==> src/source/uop_pkg.sv <==
package uop_pkg;

    localparam int ADDR_W    = 32;
    localparam int DATA_W    = 32;
    localparam int SEG_SEL_W = 3;
    localparam int DEST_W    = 8;

    typedef enum logic [1:0] {
        OP_BYTE = 2'd0,
        OP_HALF = 2'd1,
        OP_WORD = 2'd2
    } opsize_e;

    typedef enum logic [1:0] {
        MEM_NONE  = 2'd0,
        MEM_READ  = 2'd1,
        MEM_WRITE = 2'd2
    } mem_rw_e;

    // ~~~~~~~~~~~~~~~~~~~~~~~~~~~~~~~~~~~~~~~~~~~~~~~~~~~~~~~~~~~~~~~~~~~~
    // micro-op as it leaves register read
    // ~~~~~~~~~~~~~~~~~~~~~~~~~~~~~~~~~~~~~~~~~~~~~~~~~~~~~~~~~~~~~~~~~~~~
    typedef struct packed {
        logic                 valid;
        opsize_e              opsize;
        mem_rw_e              mem_rw;
        logic [ADDR_W-1:0]    base_val;
        logic [ADDR_W-1:0]    index_val;
        logic [1:0]           scale;       // index is shifted left by this
        logic [ADDR_W-1:0]    disp;
        logic [SEG_SEL_W-1:0] seg_sel;
        logic [DATA_W-1:0]    store_data;
        logic [DEST_W-1:0]    dest;
        logic [ADDR_W-1:0]    eip;
    } uop_t;

    // record carried from address generation into the memory stage
    typedef struct packed {
        logic                 valid;
        opsize_e              opsize;
        mem_rw_e              mem_rw;
        logic [ADDR_W-1:0]    addr;        // linear address of the first byte
        logic [ADDR_W-1:0]    addr_end;    // linear address of the last byte
        logic [DATA_W-1:0]    store_data;
        logic [DEST_W-1:0]    dest;
        logic [ADDR_W-1:0]    eip;
        logic                 ie;
        logic [1:0]           ie_type;     // holds a mem_pkg::ie_type_e code
    } rrag_mem_t;

endpackage

==> src/source/rrag_mem_latch.sv <==
module rrag_mem_latch (
    input  logic               clk,
    input  logic               rst_n,
    input  logic               hold,
    input  logic               flush,
    input  uop_pkg::rrag_mem_t d,
    output uop_pkg::rrag_mem_t q
);

    // ~~~~~~~~~~~~~~~~~~~~~~~~~~~~~~~~~~~~~~~~~~~~~~~~~~~~~~~~~~~~~~~~~~~~
    // RrAg to MEM pipeline register
    // ~~~~~~~~~~~~~~~~~~~~~~~~~~~~~~~~~~~~~~~~~~~~~~~~~~~~~~~~~~~~~~~~~~~~

    // only the valid bit is killed, the rest of the record is ignored once
    // valid is low
    always_ff @(posedge clk) begin
        if (!rst_n) begin
            q.valid <= 1'b0;
        end else if (flush) begin
            q.valid <= 1'b0;           // flush beats hold
        end else if (!hold) begin
            q <= d;
        end
    end

endmodule

==> config.mk <==
export PLATFORM = sky130hd
export DESIGN_NAME = rrag_mem_latch
export DESIGN_NICKNAME = d
export VERILOG_FILES = /design/src/source/uop_pkg.sv /design/src/source/rrag_mem_latch.sv
export SDC_FILE = /design/constraint.sdc
export NUM_CORES = 1
export LEC_CHECK = 0
export CAP_MARGIN = 40
export CORE_MARGIN = 2
export CORE_UTILIZATION = 35
export DETAILED_ROUTE_END_ITERATION = 10
export DONT_BUFFER_PORTS = 1
export GPL_TIMING_DRIVEN = 0
export HOLD_SLACK_MARGIN = 0.15
export PLACE_DENSITY = 0.56
export SYNTH_ARGS = -nofsm -noshare
export SYNTH_HDL_FRONTEND = slang
export SYNTH_SLANG_ARGS = --single-unit
==> constraint.sdc <==
create_clock -name clk -period 7.8 [get_ports clk]
set_input_delay 0.39 -clock clk [delete_from_list [all_inputs] [get_ports clk]]
set_output_delay 0.39 -clock clk [all_outputs]
set_load 0.02 [all_outputs]
==> flow_metrics.env, run 1 <==
export IMPL_status="did not finish"
export IMPL_first_error="[ERROR RSZ-0060] Max buffer count reached."
export IMPL_finalWeightedCongestion=0.666
export IMPL_synth_top_area_frac=0.990
export IMPL_portBuffers=0
export IMPL_die_height_microns=115
export IMPL_cts_resized=0
export IMPL_die_w_microns=115
export IMPL_synth_area_top_cells="edfxtp_1, dfxtp_1, mux2i_1, nor2_1, nand2b_1"
export IMPL_clockRootBuffer="clkbuf_16"
export IMPL_cts_max_level=4
export IMPL_yosysMostFrequentCell="edfxtp_1"
export IMPL_syn_area_sq_mm=0.00434
export IMPL_ys_types=5
export IMPL_cts_post_setup_buffers_inserted=0
export IMPL_clock_sinks=144
export IMPL_numCtsBuffers=17
export IMPL_start_util=0.360
export IMPL_fp_row_count=40
export IMPL_async_reset_ff_frac=0
export IMPL_syn_num_nets=296
export IMPL_ys_seq_elements=144
export IMPL_avgSynthCellArea_sq_um=29.3
export IMPL_yosysTopAreaCell="edfxtp_1"
export IMPL_synth_ff_type="edfxtp_1"
export IMPL_ioPinCount=292
export IMPL_seq_area_frac_synth=0.995
export IMPL_stop_stage="4_1_cts"
export IMPL_placed_area_sq_mm=0.00464
export IMPL_synth_common_cells="edfxtp_1, nor2_1, dfxtp_1, mux2i_1, nand2b_1"
export IMPL_synth_cells=148
export IMPL_hold_buffers=101
export IMPL_ys_warn_count=0
export IMPL_placed_cells=320
export IMPL_synth_edf_count=143
export IMPL_clk_path_buf_depth=2
[per-stage QoR]
stage / hold WS (ns) / worst slack [ns]
floorplan: 0.489 / 0.676
global placement: 0.489 / -0.460
detailed placement: 0.489 / 5.96
[cell families after synthesis]
family           count (synthesis)  share of synthesized area
flip-flops                     144                      0.995
multiplexers                     1                    0.00231
AND/OR/NAND/NOR                  3                    0.00317
==> inputs of run 2 (changes only) <==
--- a/config.mk
+++ b/config.mk
@@ -7,12 +7,11 @@
 export LEC_CHECK = 0
 export CAP_MARGIN = 40
 export CORE_MARGIN = 2
-export CORE_UTILIZATION = 35
+export CORE_UTILIZATION = 20
 export DETAILED_ROUTE_END_ITERATION = 10
 export DONT_BUFFER_PORTS = 1
 export GPL_TIMING_DRIVEN = 0
-export HOLD_SLACK_MARGIN = 0.15
-export PLACE_DENSITY = 0.56
+export PLACE_DENSITY_LB_ADDON = 0.15
 export SYNTH_ARGS = -nofsm -noshare
 export SYNTH_HDL_FRONTEND = slang
 export SYNTH_SLANG_ARGS = --single-unit
==> flow_metrics.env, run 2 <==
export IMPL_synth_edf_count=143
export IMPL_final_hold_violation_count=0
export IMPL_combPwrFrac=0.008
export IMPL_grt_pass1_wl_microns=12000
export IMPL_dr_wl_met3_microns=1740
export IMPL_tightest_slew_ns=0.639
export IMPL_path_class="primary input to register"
export IMPL_crit_start="flush"
export IMPL_num_nets_final=319
export IMPL_p_int_w=0.00141
export IMPL_grt_antenna_before_repair=6
export IMPL_fp_row_count=53
export IMPL_ys_seq_elements=144
export IMPL_dieArea_sq_mm=0.0229
export IMPL_grt_pass1_vias=1823
export IMPL_ys_types=5
export IMPL_hp_class="primary input to register"
export IMPL_status="finished clean"
export IMPL_crit_slowest_cell="nor2_4"
export IMPL_core_sq_mm=0.0212
export IMPL_hold_buffers=0
export IMPL_die_w_microns=151
export IMPL_cp_start_kind="primary input"
export IMPL_max_stage_delay_ns=0.51
export IMPL_endpoint="q[53]"
export IMPL_ff2ff_path_depth=2
export IMPL_drc=0
export IMPL_numCtsBuffers=17
export IMPL_async_reset_ff_frac=0
export IMPL_clockRootBuffer="clkbuf_16"
export IMPL_totalWireLength_microns=9340
export IMPL_yosysMostFrequentCell="edfxtp_1"
export IMPL_p_sw_w=0.000390
export IMPL_met2_length_microns=4460
export IMPL_start_util=0.205
export IMPL_drt_met1_wl_microns=2950
export IMPL_postRouteAntennaNets=0
export IMPL_n_fill_cell=2070
export IMPL_layout_commonest_cell="edfxtp_1"
export IMPL_grt_max_degree=39
export IMPL_synth_top_area_frac=0.990
export IMPL_areaGrowthSynthToFinish_pct=24.2
export IMPL_routed_via_count=1639
export IMPL_crit_top_cell="buf_12"
export IMPL_cts_tree="done"
export IMPL_dp_hpwl_microns=6870
export IMPL_period_share=0.197
export IMPL_ir_drop_v=0.0000955
export IMPL_clkLatencyLatePin_ns=0.41
export IMPL_first_iter_violations=66
export IMPL_top_layer_used="met5"
export IMPL_yosysTopAreaCell="edfxtp_1"
export IMPL_setup_violations_final=0
export IMPL_ys_warn_count=0
export IMPL_fin_area_sq_mm=0.00539
export IMPL_die_height_microns=151
export IMPL_r2r_start="q[143]"
export IMPL_overflow=0
export IMPL_leakage_nw=1.67
export IMPL_grt_usage=0.0764
export IMPL_largest_reg_flops=144
export IMPL_portBuffers=0
export IMPL_maxSlewViolCount=0
export IMPL_reg2reg_setup_slack_ns=7.07
export IMPL_crit_path_max_fanout=38
export IMPL_synth_ff_type="edfxtp_1"
export IMPL_slew_headroom=0.573
export IMPL_wl_per_cell_microns=20.3
export IMPL_syn_num_nets=296
export IMPL_p_seq_frac=0.531
export IMPL_finalSetupTns_ns=0
export IMPL_finalPower_w=0.00180
export IMPL_placed_cells=427
export IMPL_cts_resized=0
export IMPL_period_minus_slack_ns=1.54
export IMPL_max_freq_ghz=0.651
export IMPL_fin_cells=460
export IMPL_worstReg2RegEnd="q[143]"
export IMPL_crit_path_cell_trace="nand2b_1 > nor2_4 > buf_12 > buf_12"
export IMPL_synth_common_cells="edfxtp_1, nor2_1, dfxtp_1, mux2i_1, nand2b_1"
export IMPL_placed_area_sq_mm=0.00478
export IMPL_largest_register="q"
export IMPL_drv_cap=0
export IMPL_clock_sinks=144
export IMPL_syn_area_sq_mm=0.00434
export IMPL_ioPinCount=292
export IMPL_cp_required_ns=7.90
export IMPL_top_regs="q (144)"
export IMPL_first_pass_iters=4
export IMPL_synth_cells=148
export IMPL_clk_path_buf_depth=2
export IMPL_clock_power_share=0.460
export IMPL_seq_area_frac_synth=0.995
export IMPL_clk_pin_slew_ns=0.06
export IMPL_crit_arrival_ns=1.63
export IMPL_viasPerCell=3.56
export IMPL_final_cell_mix="edfxtp_1, clkbuf_16, inv_6"
export IMPL_drive_gt1_frac=0.190
export IMPL_skew_ns=0
export IMPL_synth_area_top_cells="edfxtp_1, dfxtp_1, mux2i_1, nor2_1, nand2b_1"
export IMPL_cts_post_setup_buffers_inserted=0
export IMPL_avgSynthCellArea_sq_um=29.3
export IMPL_cts_max_level=4
export IMPL_rsz0062_at_grt="false"
export IMPL_finalWeightedCongestion=0.671
export IMPL_worstSetupEndpointType="register"
export IMPL_pwr_density_cell_mw_per_mm2=334
export IMPL_p_sw_frac=0.217
## run 2: cell counts after synthesis
Identical to the previous run, type by type.
## run 2: through the flow
stage	utilization	hold slack, ns	setup WS [ns]
after floorplan	-	0.489	0.676
after global placement	0.221	0.489	-0.703
after detailed placement	0.226	0.489	5.82
after CTS	0.255	0.0436	6.26
after global routing	0.255	0.0290	6.22
final	0.255	0.0723	6.26
## run 2: how the worst min path moves through the flow
stage	startpoint	end	slack, ns	cells after the start
floorplan	d[0]	q[0]	0.49	0
global placement	d[12]	q[12]	0.49	0
detailed placement	d[63]	q[63]	0.49	0
CTS	d[92]	q[92]	0.04	0
global route	d[108]	q[108]	0.03	0
finish	d[0]	q[0]	0.07	0
## run 2: critical path: cells and delay by family
family                 cells  cell delay (ns)
and+or+nand+nor            2             0.68
buffers and inverters      2             0.51
## run 2: logic make-up (layout without fill, tap and decap cells)
| group | after synthesis | after routing | share of synthesized area |
|---|---|---|---|
| and+or+nand+nor | 3 | 3 | 0.00317 |
| DFF | 144 | 144 | 0.995 |
| buffers and inverters | 0 | 36 | 0 |
| other | 0 | 1 | 0 |
| muxes | 1 | 1 | 0.00231 |
## run 2: area by class of cell
cell class	instances	area, sq um	area share
clock inverters	14	179	0.0332
flip-flops and latches	144	4310	0.801
multi-input cells	4	31.3	0.00581
clock buffers	18	429	0.0797
repair buffers	4	87.6	0.0163
well taps	275	344	0.0639
diodes	1	2.50	0.000464
## run 2: power by group through the flow
stage / clock (W) / sequential [W] / combinational, W
final: 0.000828 / 0.000956 / 0.0000153
after global routing: 0.000900 / 0.000959 / 0.0000166
after CTS: 0.000861 / 0.000957 / 0.0000156
after detailed placement: 0 / 0.000972 / 0.0000156
after global placement: 0 / 0.000981 / 0.00000984
after floorplan: 0 / 0.000970 / 0.00000817
## run 2: per-layer routing
metal  up-vias  global-route usage
li1        655                   -
met2       195               0.114
met4        10              0.0364
met5         -                   0
met3        17              0.0810
met1       762              0.0646
(Power assumes the default switching activity.)
