$ cat src/source/uop_pkg.sv
package uop_pkg;

    localparam int ADDR_W    = 32;
    localparam int DATA_W    = 32;
    localparam int SEG_SEL_W = 3;
    localparam int DEST_W    = 8;

    typedef enum logic [1:0] {
        OP_BYTE = 2'd0,
        OP_HALF = 2'd1,
        OP_WORD = 2'd2
    } opsize_e;

    typedef enum logic [1:0] {
        MEM_NONE  = 2'd0,
        MEM_READ  = 2'd1,
        MEM_WRITE = 2'd2
    } mem_rw_e;

    // ~~~~~~~~~~~~~~~~~~~~~~~~~~~~~~~~~~~~~~~~~~~~~~~~~~~~~~~~~~~~~~~~~~~~
    // micro-op as it leaves register read
    // ~~~~~~~~~~~~~~~~~~~~~~~~~~~~~~~~~~~~~~~~~~~~~~~~~~~~~~~~~~~~~~~~~~~~
    typedef struct packed {
        logic                 valid;
        opsize_e              opsize;
        mem_rw_e              mem_rw;
        logic [ADDR_W-1:0]    base_val;
        logic [ADDR_W-1:0]    index_val;
        logic [1:0]           scale;       // index is shifted left by this
        logic [ADDR_W-1:0]    disp;
        logic [SEG_SEL_W-1:0] seg_sel;
        logic [DATA_W-1:0]    store_data;
        logic [DEST_W-1:0]    dest;
        logic [ADDR_W-1:0]    eip;
    } uop_t;

    // record carried from address generation into the memory stage
    typedef struct packed {
        logic                 valid;
        opsize_e              opsize;
        mem_rw_e              mem_rw;
        logic [ADDR_W-1:0]    addr;        // linear address of the first byte
        logic [ADDR_W-1:0]    addr_end;    // linear address of the last byte
        logic [DATA_W-1:0]    store_data;
        logic [DEST_W-1:0]    dest;
        logic [ADDR_W-1:0]    eip;
        logic                 ie;
        logic [1:0]           ie_type;     // holds a mem_pkg::ie_type_e code
    } rrag_mem_t;

endpackage

$ cat src/source/mem_pkg.sv
package mem_pkg;

    typedef enum logic [1:0] {
        IE_NONE       = 2'd0,
        IE_SEG_LIMIT  = 2'd1,
        IE_MISALIGNED = 2'd2
    } ie_type_e;

    // one entry of the segment table
    typedef struct packed {
        logic [uop_pkg::ADDR_W-1:0] base;
        logic [uop_pkg::ADDR_W-1:0] limit;   // highest legal offset
    } seg_desc_t;

    // ~~~~~~~~~~~~~~~~~~~~~~~~~~~~~~~~~~~~~~~~~~~~~~~~~~~~~~~~~~~~~~~~~~~~
    // one record per micro-op leaving the memory stage
    // ~~~~~~~~~~~~~~~~~~~~~~~~~~~~~~~~~~~~~~~~~~~~~~~~~~~~~~~~~~~~~~~~~~~~
    typedef struct packed {
        logic                       valid;
        logic [uop_pkg::DEST_W-1:0] dest;
        logic [uop_pkg::DATA_W-1:0] data;
        logic [uop_pkg::ADDR_W-1:0] eip;
        logic                       ie;
        ie_type_e                   ie_type;
    } mem_result_t;

endpackage

$ cat src/source/addr_gen.sv
module addr_gen #(
    parameter int NUM_SEGS = 8
) (
    input  logic                        clk,
    input  logic                        rst_n,
    input  uop_pkg::uop_t               uop,
    input  logic                        seg_wr_en,
    input  logic [$clog2(NUM_SEGS)-1:0] seg_wr_idx,
    input  mem_pkg::seg_desc_t          seg_wr_desc,
    output uop_pkg::rrag_mem_t          agen
);

    localparam int IDX_W = $clog2(NUM_SEGS);

    mem_pkg::seg_desc_t          seg_tab [NUM_SEGS];
    mem_pkg::seg_desc_t          seg;
    logic [uop_pkg::ADDR_W-1:0]  offset;
    logic [uop_pkg::ADDR_W-1:0]  linear;
    logic [uop_pkg::ADDR_W-1:0]  size_m1;
    logic [uop_pkg::ADDR_W:0]    off_last;
    logic                        is_mem;
    logic                        limit_fault;
    logic                        align_fault;

    // ~~~~~~~~~~~~~~~~~~~~~~~~~~~~~~~~~~~~~~~~~~~~~~~~~~~~~~~~~~~~~~~~~~~~
    // segment table, flat segments out of reset
    // ~~~~~~~~~~~~~~~~~~~~~~~~~~~~~~~~~~~~~~~~~~~~~~~~~~~~~~~~~~~~~~~~~~~~
    always_ff @(posedge clk) begin
        if (!rst_n) begin
            for (int i = 0; i < NUM_SEGS; i++) begin
                seg_tab[i].base  <= '0;
                seg_tab[i].limit <= '1;
            end
        end else if (seg_wr_en) begin
            seg_tab[seg_wr_idx] <= seg_wr_desc;
        end
    end

    // ~~~~~~~~~~~~~~~~~~~~~~~~~~~~~~~~~~~~~~~~~~~~~~~~~~~~~~~~~~~~~~~~~~~~
    // address arithmetic and fault checks
    // ~~~~~~~~~~~~~~~~~~~~~~~~~~~~~~~~~~~~~~~~~~~~~~~~~~~~~~~~~~~~~~~~~~~~
    always_comb begin
        seg    = seg_tab[uop.seg_sel[IDX_W-1:0]];
        offset = uop.base_val + (uop.index_val << uop.scale) + uop.disp;
        linear = seg.base + offset;

        case (uop.opsize)
            uop_pkg::OP_BYTE: size_m1 = 32'd0;
            uop_pkg::OP_HALF: size_m1 = 32'd1;
            default:          size_m1 = 32'd3;
        endcase

        // one extra bit so an offset that wraps still counts as past the limit
        off_last    = {1'b0, offset} + {1'b0, size_m1};
        limit_fault = off_last > {1'b0, seg.limit};

        case (uop.opsize)
            uop_pkg::OP_BYTE: align_fault = 1'b0;
            uop_pkg::OP_HALF: align_fault = linear[0];
            default:          align_fault = |linear[1:0];
        endcase

        is_mem = (uop.mem_rw == uop_pkg::MEM_READ) || (uop.mem_rw == uop_pkg::MEM_WRITE);

        agen.valid      = uop.valid;
        agen.opsize     = uop.opsize;
        agen.mem_rw     = uop.mem_rw;
        agen.addr       = linear;
        agen.addr_end   = linear + size_m1;
        agen.store_data = uop.store_data;
        agen.dest       = uop.dest;
        agen.eip        = uop.eip;
        agen.ie         = is_mem && (limit_fault || align_fault);

        if (!agen.ie) begin
            agen.ie_type = mem_pkg::IE_NONE;
        end else if (limit_fault) begin
            agen.ie_type = mem_pkg::IE_SEG_LIMIT;      // limit wins over alignment
        end else begin
            agen.ie_type = mem_pkg::IE_MISALIGNED;
        end
    end

endmodule

$ cat config.mk
export PLATFORM = sky130hd
export DESIGN_NAME = addr_gen
export DESIGN_NICKNAME = d
export VERILOG_FILES = /design/src/source/uop_pkg.sv /design/src/source/mem_pkg.sv /design/src/source/addr_gen.sv
export SDC_FILE = /design/constraint.sdc
export NUM_CORES = 1
export LEC_CHECK = 0
export BUFFER_PORTS_ARGS = -buffer_cell sky130_fd_sc_hd__buf_2
export CAP_MARGIN = 20
export CORE_UTILIZATION = 35
export DETAILED_ROUTE_END_ITERATION = 6
export PLACE_DENSITY = 0.49
export SYNTH_ARGS = -nofsm -noshare
export SYNTH_HDL_FRONTEND = slang
export SYNTH_SLANG_ARGS = --single-unit
$ cat constraint.sdc
create_clock -name clk -period 12.4 [get_ports clk]
set_clock_uncertainty 0.05 [all_clocks]
set_input_delay 1.86 -clock clk [delete_from_list [all_inputs] [get_ports clk]]
set_output_delay 1.86 -clock clk [all_outputs]
set_load 0.005 [all_outputs]
==> impl_metrics.env, run 1 <==
export IMPL_status="finished, final reports clean"
export IMPL_met2_length_um=43700
export IMPL_hold_viol=0
export IMPL_cts_tree="built"
export IMPL_async_flop_share=0
export IMPL_start_util=0.3539
export IMPL_preCtsSetupSlack_ps=802.5
export IMPL_vias_per_cell=5.414
export IMPL_regMostFlops="seg_tab"
export IMPL_slew_violations=0
export IMPL_grt_ovfl_total=0
export IMPL_pin_count=392
export IMPL_die_area_sq_um=87410
export IMPL_powerDensity_nw_per_um2=184.4
export IMPL_relSlewSlack=0.2790
export IMPL_fmax_ghz=0.08562
export IMPL_grt_max_degree=74
export IMPL_critPathLaunch="uop[108]"
export IMPL_cts_setup_buffers=0
export IMPL_setup_viol_count_final=0
export IMPL_synth_cell_types=88
export IMPL_synth_warnings=0
export IMPL_die_h_um=295.6
export IMPL_maxUsedRoutingLayer="met5"
export IMPL_clk_path_buf_depth=3
export IMPL_area_delta_synth_final_pct=11.72
export IMPL_min_path_type="in -> reg"
export IMPL_stdcell_count=3590
export IMPL_setup_tns_ps=0
export IMPL_grt_pass1_wl_um=132900
export IMPL_gp_congestion=0.8668
export IMPL_drc=0
export IMPL_cp_required_ps=10490
export IMPL_syn_area_sq_um=30180
export IMPL_antenna_found_initial=18
export IMPL_p_leak_nw=11.85
export IMPL_wl_met3_um=5213
export IMPL_path_clk_slew_ps=60
export IMPL_cts_sinks=512
export IMPL_crit_path_end_kind="primary output"
export IMPL_postCtsHoldBufs=0
export IMPL_yosys_area_top_type="edfxtp_1"
export IMPL_routed_wl_um=91550
export IMPL_tightestPinTransition_ps=1079
export IMPL_post_place_cells=3492
export IMPL_ir_worst_vdd_mv=0.1119
export IMPL_m1WireLength_um=39390
export IMPL_synth_flop_cell="edfxtp_1"
export IMPL_io_buffers=245
export IMPL_route_vias_total=19440
export IMPL_firstDrtPassIters=5
export IMPL_largest_reg_flops=512
export IMPL_drive_gt1_frac=0.2390
export IMPL_synth_cells=2284
export IMPL_setup_slack_ps=719.8
export IMPL_cp_max_fo=34
export IMPL_htreeDepth=2
export IMPL_grt_usage=0.2071
export IMPL_ctsResizeCount=0
export IMPL_avgSynthCellArea_sq_um=13.21
export IMPL_ant_nets=0
export IMPL_period_needed_ps=11680
export IMPL_hp_start="seg_wr_desc[18]"
export IMPL_dp_hpwl_um=59150
export IMPL_synthTopCellsByArea="edfxtp_1 (51%), mux4_2 (12%), and2_1 (5.5%)"
export IMPL_numCtsBuffers=51
export IMPL_synth_top_area_share=0.5094
export IMPL_arrival_ps=9770
export IMPL_design_core_area_sq_um=85280
export IMPL_final_nets=2782
export IMPL_crit_type="in -> out"
export IMPL_synth_seq_cells=512
export IMPL_cp_start_kind="primary input"
export IMPL_placementRows=107
export IMPL_yosysSeqAreaShare=0.5094
export IMPL_cts_root_buf="clkbuf_16"
export IMPL_rsz0062_at_grt="no"
export IMPL_synthesis_nets=2664
export IMPL_period_share=0.9420
export IMPL_synth_edf_count=512
export IMPL_routedWlPerCell_um=25.50
export IMPL_drtIter0Drc=1405
export IMPL_die_width_um=295.6
export IMPL_utilization=0.3954
export IMPL_reg_top3="seg_tab: 512 flops"
export IMPL_grt_pass1_vias=19850
export IMPL_power_total_mw=6.218
export IMPL_maxCapViolCount=0
-- path summary, 6_finish.rpt --
path,to,slack (ps),cells after the start
worst min-delay path,seg_tab[2][18],1570,2
worst max-delay path,agen[1],720,23
-- synth_stat cells, drive strengths merged, types with 4 or more instances --
cell,instances
a2111oi,5
a211o,4
a211oi,17
a21o,28
a21oi,81
a31oi,8
a41oi,4
and2,263
and3,12
and4,4
buf,106
clkbuf,109
edfxtp,512
fa,35
ha,97
inv,39
mux2,32
mux2i,36
mux4,156
nand2,66
nand2b,75
nand3,34
nand3b,4
nand4,30
nor2,58
nor2b,7
nor3,20
nor3b,4
nor4,6
o211ai,7
o21a,10
o21ai,49
o21bai,6
o311ai,6
o31ai,6
or2,6
or3,196
or4,4
xnor2,69
xor2,35
-- through the flow --
stage               hold slack (ps)  area [sq um]
global route                   1552         33710
finish                         1568         33720
detailed placement             2159         32140
CTS                            1528         33670
floorplan                      1988         30180
global placement               2150         32140
-- cell type report --
type	count	area [sq um]
multi-input combinational	1516	13680
antenna	7	17.52
clock inverter	25	157.7
inverter	39	146.4
timing repair buffer	282	1538
clock buffer	65	1371
tap	1144	1431
sequential	512	15370
fill	8086	51560
-- cell families (layout without fill, tap and decap cells) --
group	after synthesis	in the layout	synth area share
AND/OR/NAND/NOR	801	801	0.1567
multiplexers	224	224	0.1403
adder cells (fa/ha/maj)	132	132	0.06343
AO/OA/AOI/OAI	254	254	0.05642
flip-flops	512	512	0.5094
XOR/XNOR	105	105	0.03118
buffers and inverters	256	411	0.04258
other	0	7	0
-- cells in the final DEF, fill, tap and decap left out, types with 18 or more instances in the layout --
cell / count
a21o_1: 27
mux4_2: 156
nand2b_1: 70
xnor2_1: 69
nor2_1: 52
or3_1: 194
nand4_1: 30
nor3_1: 18
clkbuf_16: 53
buf_4: 38
mux2_2: 32
and2_1: 263
inv_1: 39
edfxtp_1: 512
buf_2: 242
xor2_1: 34
nand2_1: 65
mux2i_1: 36
ha_1: 97
a21oi_1: 80
nand3_1: 33
o21ai_0: 40
fa_1: 35
-- routing by layer --
| layer | global-route usage | up-vias |
|---|---|---|
| met2 | 0.3409 | 616 |
| met5 | 0 | - |
| met4 | 0.07633 | 12 |
| met3 | 0.03095 | 158 |
| met1 | 0.2765 | 9827 |
| li1 | - | 8823 |
-- power by group --
group	leakage, nW	internal [mW]	switching [mW]
sequential	5.02	2.01	0.0246
clock	0.746	0.816	0.647
combinational	6.09	1.06	1.66
-- worst max-delay path, cell delays in order --
cell	delay, ps
buf_2	330
or2_2	400
fa_1	490
inv_1	60
ha_1	230
fa_1	460
a21o_1	240
a2111o_1	520
a211oi_4	420
o31ai_1	160
xor2_1	520
nand4_1	250
or4_4	610
or3_4	370
nor3b_2	190
xor2_1	210
ha_1	290
a2111oi_0	470
o211a_1	220
a21oi_1	70
a41oi_1	490
nor3b_1	640
buf_2	230
No activity file was read; power rests on OpenSTA's default activity.
==> run 2: changes to the inputs <==
--- a/config.mk
+++ b/config.mk
@@ -9,7 +9,7 @@
 export CAP_MARGIN = 20
 export CORE_UTILIZATION = 35
 export DETAILED_ROUTE_END_ITERATION = 6
-export PLACE_DENSITY = 0.49
+export RECOVER_POWER = 100
 export SYNTH_ARGS = -nofsm -noshare
 export SYNTH_HDL_FRONTEND = slang
 export SYNTH_SLANG_ARGS = --single-unit
==> run 2 against run 1 <==
The flow now finishes with violations (design-rule violations, max-capacitance violations, max-slew violations). Cell count is 0.45% lower. Hold slack better by 20 ps. Sequential cell count stayed put. Combinational power is 2% lower. Routed wire length is 0.98% lower. Non-clock buffer count is 8 lower. Critical path type unchanged. Die area stayed put. Clock power is 9% lower. Critical path depth is 3 lower.
==> impl_metrics.env, run 2 (synthesized netlist as in run 1, its figures left out) <==
export IMPL_path_clk_slew_ps=60
export IMPL_grt_max_degree=104
export IMPL_status="complete, but fails checks"
export IMPL_nFillCells=8110
export IMPL_period_needed_ps=11680
export IMPL_crit_path_end_kind="primary output"
export IMPL_swShare=0.3831
export IMPL_drtIter0Drc=1411
export IMPL_crit_type="in -> out"
export IMPL_area_delta_synth_final_pct=9.942
export IMPL_placementRows=107
export IMPL_htreeDepth=2
export IMPL_numCtsBuffers=46
export IMPL_ant_nets=0
export IMPL_setup_viol_count_final=0
export IMPL_routedWlPerCell_um=25.37
export IMPL_arrival_ps=9770
export IMPL_holdPathStages=2
export IMPL_clkPwrFrac=0.221
export IMPL_grt_ovfl_total=0
export IMPL_dp_hpwl_um=59530
export IMPL_placed_cell_area_sq_um=32050
export IMPL_fmax_ghz=0.08560
export IMPL_violations="design-rule violations, max-capacitance violations, max-slew violations"
export IMPL_cp_max_fo=34
export IMPL_preCtsSetupSlack_ps=1013
export IMPL_drive_gt1_frac=0.1988
export IMPL_design_core_area_sq_um=85280
export IMPL_largest_reg_flops=512
export IMPL_reg_top3="seg_tab: 512 flops"
export IMPL_rsz0062_at_grt="no"
export IMPL_io_buffers=245
export IMPL_clk_path_buf_depth=3
export IMPL_setup_slack_ps=717.1
export IMPL_die_width_um=295.6
export IMPL_routed_wl_um=90660
export IMPL_internal_power_mw=3.724
export IMPL_ctsResizeCount=0
export IMPL_p_sw_mw=2.312
export IMPL_setup_tns_ps=0
export IMPL_grt_usage=0.2025
export IMPL_maxCapViolCount=26
export IMPL_regMostFlops="seg_tab"
export IMPL_cp_start_kind="primary input"
export IMPL_final_nets=2769
export IMPL_drc=2
export IMPL_gp_congestion=0.9007
export IMPL_pin_count=392
export IMPL_firstDrtPassIters=7
export IMPL_slew_violations=1050
export IMPL_start_util=0.3539
export IMPL_period_share=0.9422
export IMPL_die_area_sq_um=87410
export IMPL_tightestPinTransition_ps=4574
export IMPL_seqPwrFrac=0.339
export IMPL_hold_viol=0
export IMPL_powerDensity_nw_per_um2=181.9
export IMPL_final_cell_mix="edfxtp_1 (512), or3_1 (194), buf_2 (189)"
export IMPL_grt_pass1_wl_um=131000
export IMPL_cp_required_ps=10490
export IMPL_grt_pass1_vias=20030
export IMPL_final_area_sq_um=33180
export IMPL_vias_per_cell=5.542
export IMPL_route_vias_total=19810
export IMPL_antenna_found_initial=28
export IMPL_pwr_share_comb=0.441
export IMPL_die_h_um=295.6
export IMPL_ir_worst_vdd_mv=0.1111
export IMPL_cts_setup_buffers=0
export IMPL_cts_sinks=512
export IMPL_postCtsHoldBufs=0
export IMPL_p_leak_nw=11.38
export IMPL_min_path_type="in -> reg"
export IMPL_cts_root_buf="clkbuf_16"
export IMPL_cts_tree="built"
export IMPL_layout_commonest_cell="edfxtp_1"
export IMPL_relSlewSlack=-2.049
[run 2: final timing paths]
check	startpoint	end	slack, ps
worst max-delay path	uop[108]	agen[1]	720
worst min-delay path	seg_wr_desc[23]	seg_tab[2][23]	1590
[run 2: stage by stage]
stage / power (mW) / std cells / hold WS, ps / util
2_1_floorplan: 3.779 / 2284 / 1988 / -
3_3_place_gp: 4.787 / 3484 / 2145 / 0.3759
3_5_place_dp: 4.810 / 3484 / 2158 / 0.3759
4_1_cts: 6.145 / 3567 / 1562 / 0.3919
5_1_grt: 6.365 / 3571 / 1593 / 0.3890
6_report: 6.036 / 3574 / 1588 / 0.3891
[run 2: area by class of cell]
class                   count  area, sq um  share of cell area
clock inverters            17        77.57            0.002338
well taps                1144         1431             0.04314
flip-flops and latches    512        15370              0.4634
repair buffers            274         1354             0.04080
diodes                      6        15.01           0.0004525
multi-input cells        1516        13490              0.4066
clock buffers              66         1290             0.03888
inverters                  39        146.4            0.004412
[run 2: metal layers]
layer  vias to the layer above  global-route usage  part of all wire
met2                       756              0.3544              0.50
met4                        22             0.07014             0.034
met3                       209             0.03283             0.066
met1                     10010              0.2526              0.40
met5                         -                   0            0.0015
li1                       8814                   -                 -
[run 2: critical path: stages]
cell and delay (ps):
buf_2 540, mux4_2 440, fa_1 460, ha_1 510, and2_0 280, a31oi_1 60
o311ai_0 1310, and4bb_1 440, nand4_1 190, or4_1 550, or3_4 380, nor3b_1 290
xor2_1 130, ha_1 370, a2111oi_0 500, o211a_1 220, a21oi_1 60, a41oi_1 730
nor3b_1 280, buf_2 150
[run 2: power by group through the flow]
stage               clock (mW)  sequential (mW)  combinational [mW]
finish                    1.33             2.04                2.66
global route              1.41             2.05                2.90
CTS                       1.36             2.04                2.75
detailed placement           0             2.08                2.73
global placement             0             2.07                2.72
floorplan                    0             2.08                1.70
==> run 3: changes to the inputs <==
--- a/config.mk
+++ b/config.mk
@@ -5,6 +5,7 @@
 export SDC_FILE = /design/constraint.sdc
 export NUM_CORES = 1
 export LEC_CHECK = 0
+export ABC_AREA = 1
 export BUFFER_PORTS_ARGS = -buffer_cell sky130_fd_sc_hd__buf_2
 export CAP_MARGIN = 20
 export CORE_UTILIZATION = 35
==> run 3 against run 2 <==
The run still ends with design-rule violations, max-capacitance violations, max-slew violations left. Power up 1.4%. Cell count up 39%. Routed wire length up 13%. Global-route usage up 1.9 points. Critical path type unchanged. Critical endpoint is now agen[105]. Largest cell class unchanged.
==> impl_metrics.env, run 3 <==
export IMPL_path_clk_slew_ps=60
export IMPL_placementRows=109
export IMPL_synth_cell_types=45
export IMPL_path_depth=29
export IMPL_min_path_type="in -> reg"
export IMPL_yosys_area_top_type="edfxtp_1"
export IMPL_postCtsHoldBufs=0
export IMPL_slew_violations=1007
export IMPL_internal_power_mw=3.572
export IMPL_crit_type="in -> out"
export IMPL_period_share=0.8222
export IMPL_p_sw_mw=2.548
export IMPL_vias_per_cell=5.257
export IMPL_area_delta_synth_final_pct=9.369
export IMPL_arrival_ps=8290
export IMPL_crit_slowest_cell="nor3_1"
export IMPL_drtIter0Drc=2653
export IMPL_pwr_share_comb=0.444
export IMPL_preCtsSetupSlack_ps=2616
export IMPL_cpPeakStageDelay_ps=640
export IMPL_design_core_area_sq_um=88510
export IMPL_violations="design-rule violations, max-capacitance violations, max-slew violations"
export IMPL_clk_path_buf_depth=3
export IMPL_synth_most_common_cell="nand2_1"
export IMPL_setup_viol_count_final=0
export IMPL_synth_seq_cells=512
export IMPL_status="complete, but fails checks"
export IMPL_numCtsBuffers=49
export IMPL_final_cell_mix="nand2_1 (977), nor2_1 (587), edfxtp_1 (512)"
export IMPL_synthTopCellsByArea="edfxtp_1 (49%), nand2_1 (12%), nor2_1 (7.0%)"
export IMPL_grt_ovfl_total=0
export IMPL_routedWlPerCell_um=20.65
export IMPL_antenna_found_initial=4
export IMPL_pin_count=392
export IMPL_dp_hpwl_um=68020
export IMPL_p_leak_nw=14.01
export IMPL_synth_flop_cell="edfxtp_1"
export IMPL_start_util=0.3533
export IMPL_seqPwrFrac=0.334
export IMPL_cpMostUsedCell="nand2_1"
export IMPL_yosysSeqAreaShare=0.4916
export IMPL_synthTopCellsByCount="nand2_1 (973), nor2_1 (586), edfxtp_1 (512)"
export IMPL_powerDensity_nw_per_um2=178.9
export IMPL_ant_nets=0
export IMPL_drc=87
export IMPL_rsz0062_at_grt="no"
export IMPL_cts_sinks=512
export IMPL_synth_top_area_share=0.4916
export IMPL_die_width_um=300.9
export IMPL_tightestPinTransition_ps=4825
export IMPL_synth_edf_count=512
export IMPL_ir_worst_vdd_mv=0.09115
export IMPL_reg_top3="seg_tab: 512 flops"
export IMPL_holdPathStages=3
export IMPL_power_total_mw=6.120
export IMPL_maxCapViolCount=27
export IMPL_layout_commonest_cell="nand2_1"
export IMPL_clkPwrFrac=0.221
export IMPL_synth_cells=3694
export IMPL_final_area_sq_um=34210
export IMPL_io_buffers=245
export IMPL_ctsResizeCount=0
export IMPL_fmax_ghz=0.09809
export IMPL_cp_required_ps=10490
export IMPL_regMostFlops="seg_tab"
export IMPL_cp_start_kind="primary input"
export IMPL_nFillCells=8971
export IMPL_placed_cell_area_sq_um=33140
export IMPL_crit_path_end_kind="primary output"
export IMPL_die_h_um=300.9
export IMPL_gp_congestion=0.9876
export IMPL_cts_tree="built"
export IMPL_worst_path_buf_inv=6
export IMPL_swShare=0.4163
export IMPL_diodes=0
export IMPL_grt_pass1_vias=24590
export IMPL_htreeDepth=2
export IMPL_firstDrtPassIters=7
export IMPL_cts_setup_buffers=0
export IMPL_period_needed_ps=10200
export IMPL_grt_pass1_wl_um=151700
export IMPL_grt_max_degree=84
export IMPL_avgSynthCellArea_sq_um=8.466
export IMPL_cp_max_fo=36
export IMPL_largest_reg_flops=512
export IMPL_hold_viol=0
export IMPL_die_area_sq_um=90560
export IMPL_synth_warnings=0
export IMPL_relSlewSlack=-2.216
export IMPL_synthesis_nets=4074
export IMPL_syn_area_sq_um=31270
export IMPL_critPathTopFamily="simple AND/OR/NAND/NOR gates"
export IMPL_utilization=0.3865
export IMPL_drive_gt1_frac=0.08521
export IMPL_setup_tns_ps=0
export IMPL_cts_root_buf="clkbuf_16"
export IMPL_grt_usage=0.2212
export IMPL_route_vias_total=26180
export IMPL_setup_slack_ps=2205
export IMPL_final_nets=4168
export IMPL_routed_wl_um=102800
export IMPL_async_flop_share=0
-- run 3: per-stage QoR --
step                      hold slack, ps  std cells
after floorplan                     2060       3694
after global placement              2189       4902
after detailed placement            2191       4902
after CTS                           1576       4979
after global routing                1610       4979
final                               1599       4979
-- run 3: worst paths after layout --
kind / end / start
min: seg_tab[0][12] / seg_wr_desc[12]
max: agen[105] / uop[107]
-- run 3: cell type report --
type,count,area (sq um),area share
clock inverters,16,96.34,0.002817
repair buffers,280,1374,0.04016
multi-input cells,2605,13350,0.3902
inverters,340,1284,0.03753
flip-flops and latches,512,15370,0.4495
well taps,1165,1458,0.04261
clock buffers,61,1271,0.03716
-- run 3: logic make-up (layout without fill, tap and decap cells) --
group,Yosys count,after routing,share of synthesized area
AOI/OAI and AO/OA,474,474,0.08757
xor gates and xnor gates,59,59,0.01796
adders and majority gates,132,132,0.06121
buffers and inverters,577,697,0.07865
DFF,512,512,0.4916
muxes,49,49,0.01568
and+or+nand+nor,1891,1891,0.2473
-- run 3: per-layer routing --
metal,part of all wire,GRT usage,vias to the layer above,routed length [um]
li1,-,-,12450,-
met1,0.43,0.3014,12460,44160
met2,0.46,0.3636,1107,47710
met3,0.078,0.03131,157,7969
met4,0.028,0.06672,8,2930
met5,0.00053,0,-,55
-- run 3: power by group through the flow --
stage | Sequential [mW] | Combinational, mW | Clock (mW)
CTS | 2.04 | 2.75 | 1.37
global placement | 2.07 | 2.73 | 0
detailed placement | 2.07 | 2.74 | 0
floorplan | 2.07 | 1.77 | 0
global route | 2.06 | 3.01 | 1.43
finish | 2.05 | 2.72 | 1.35
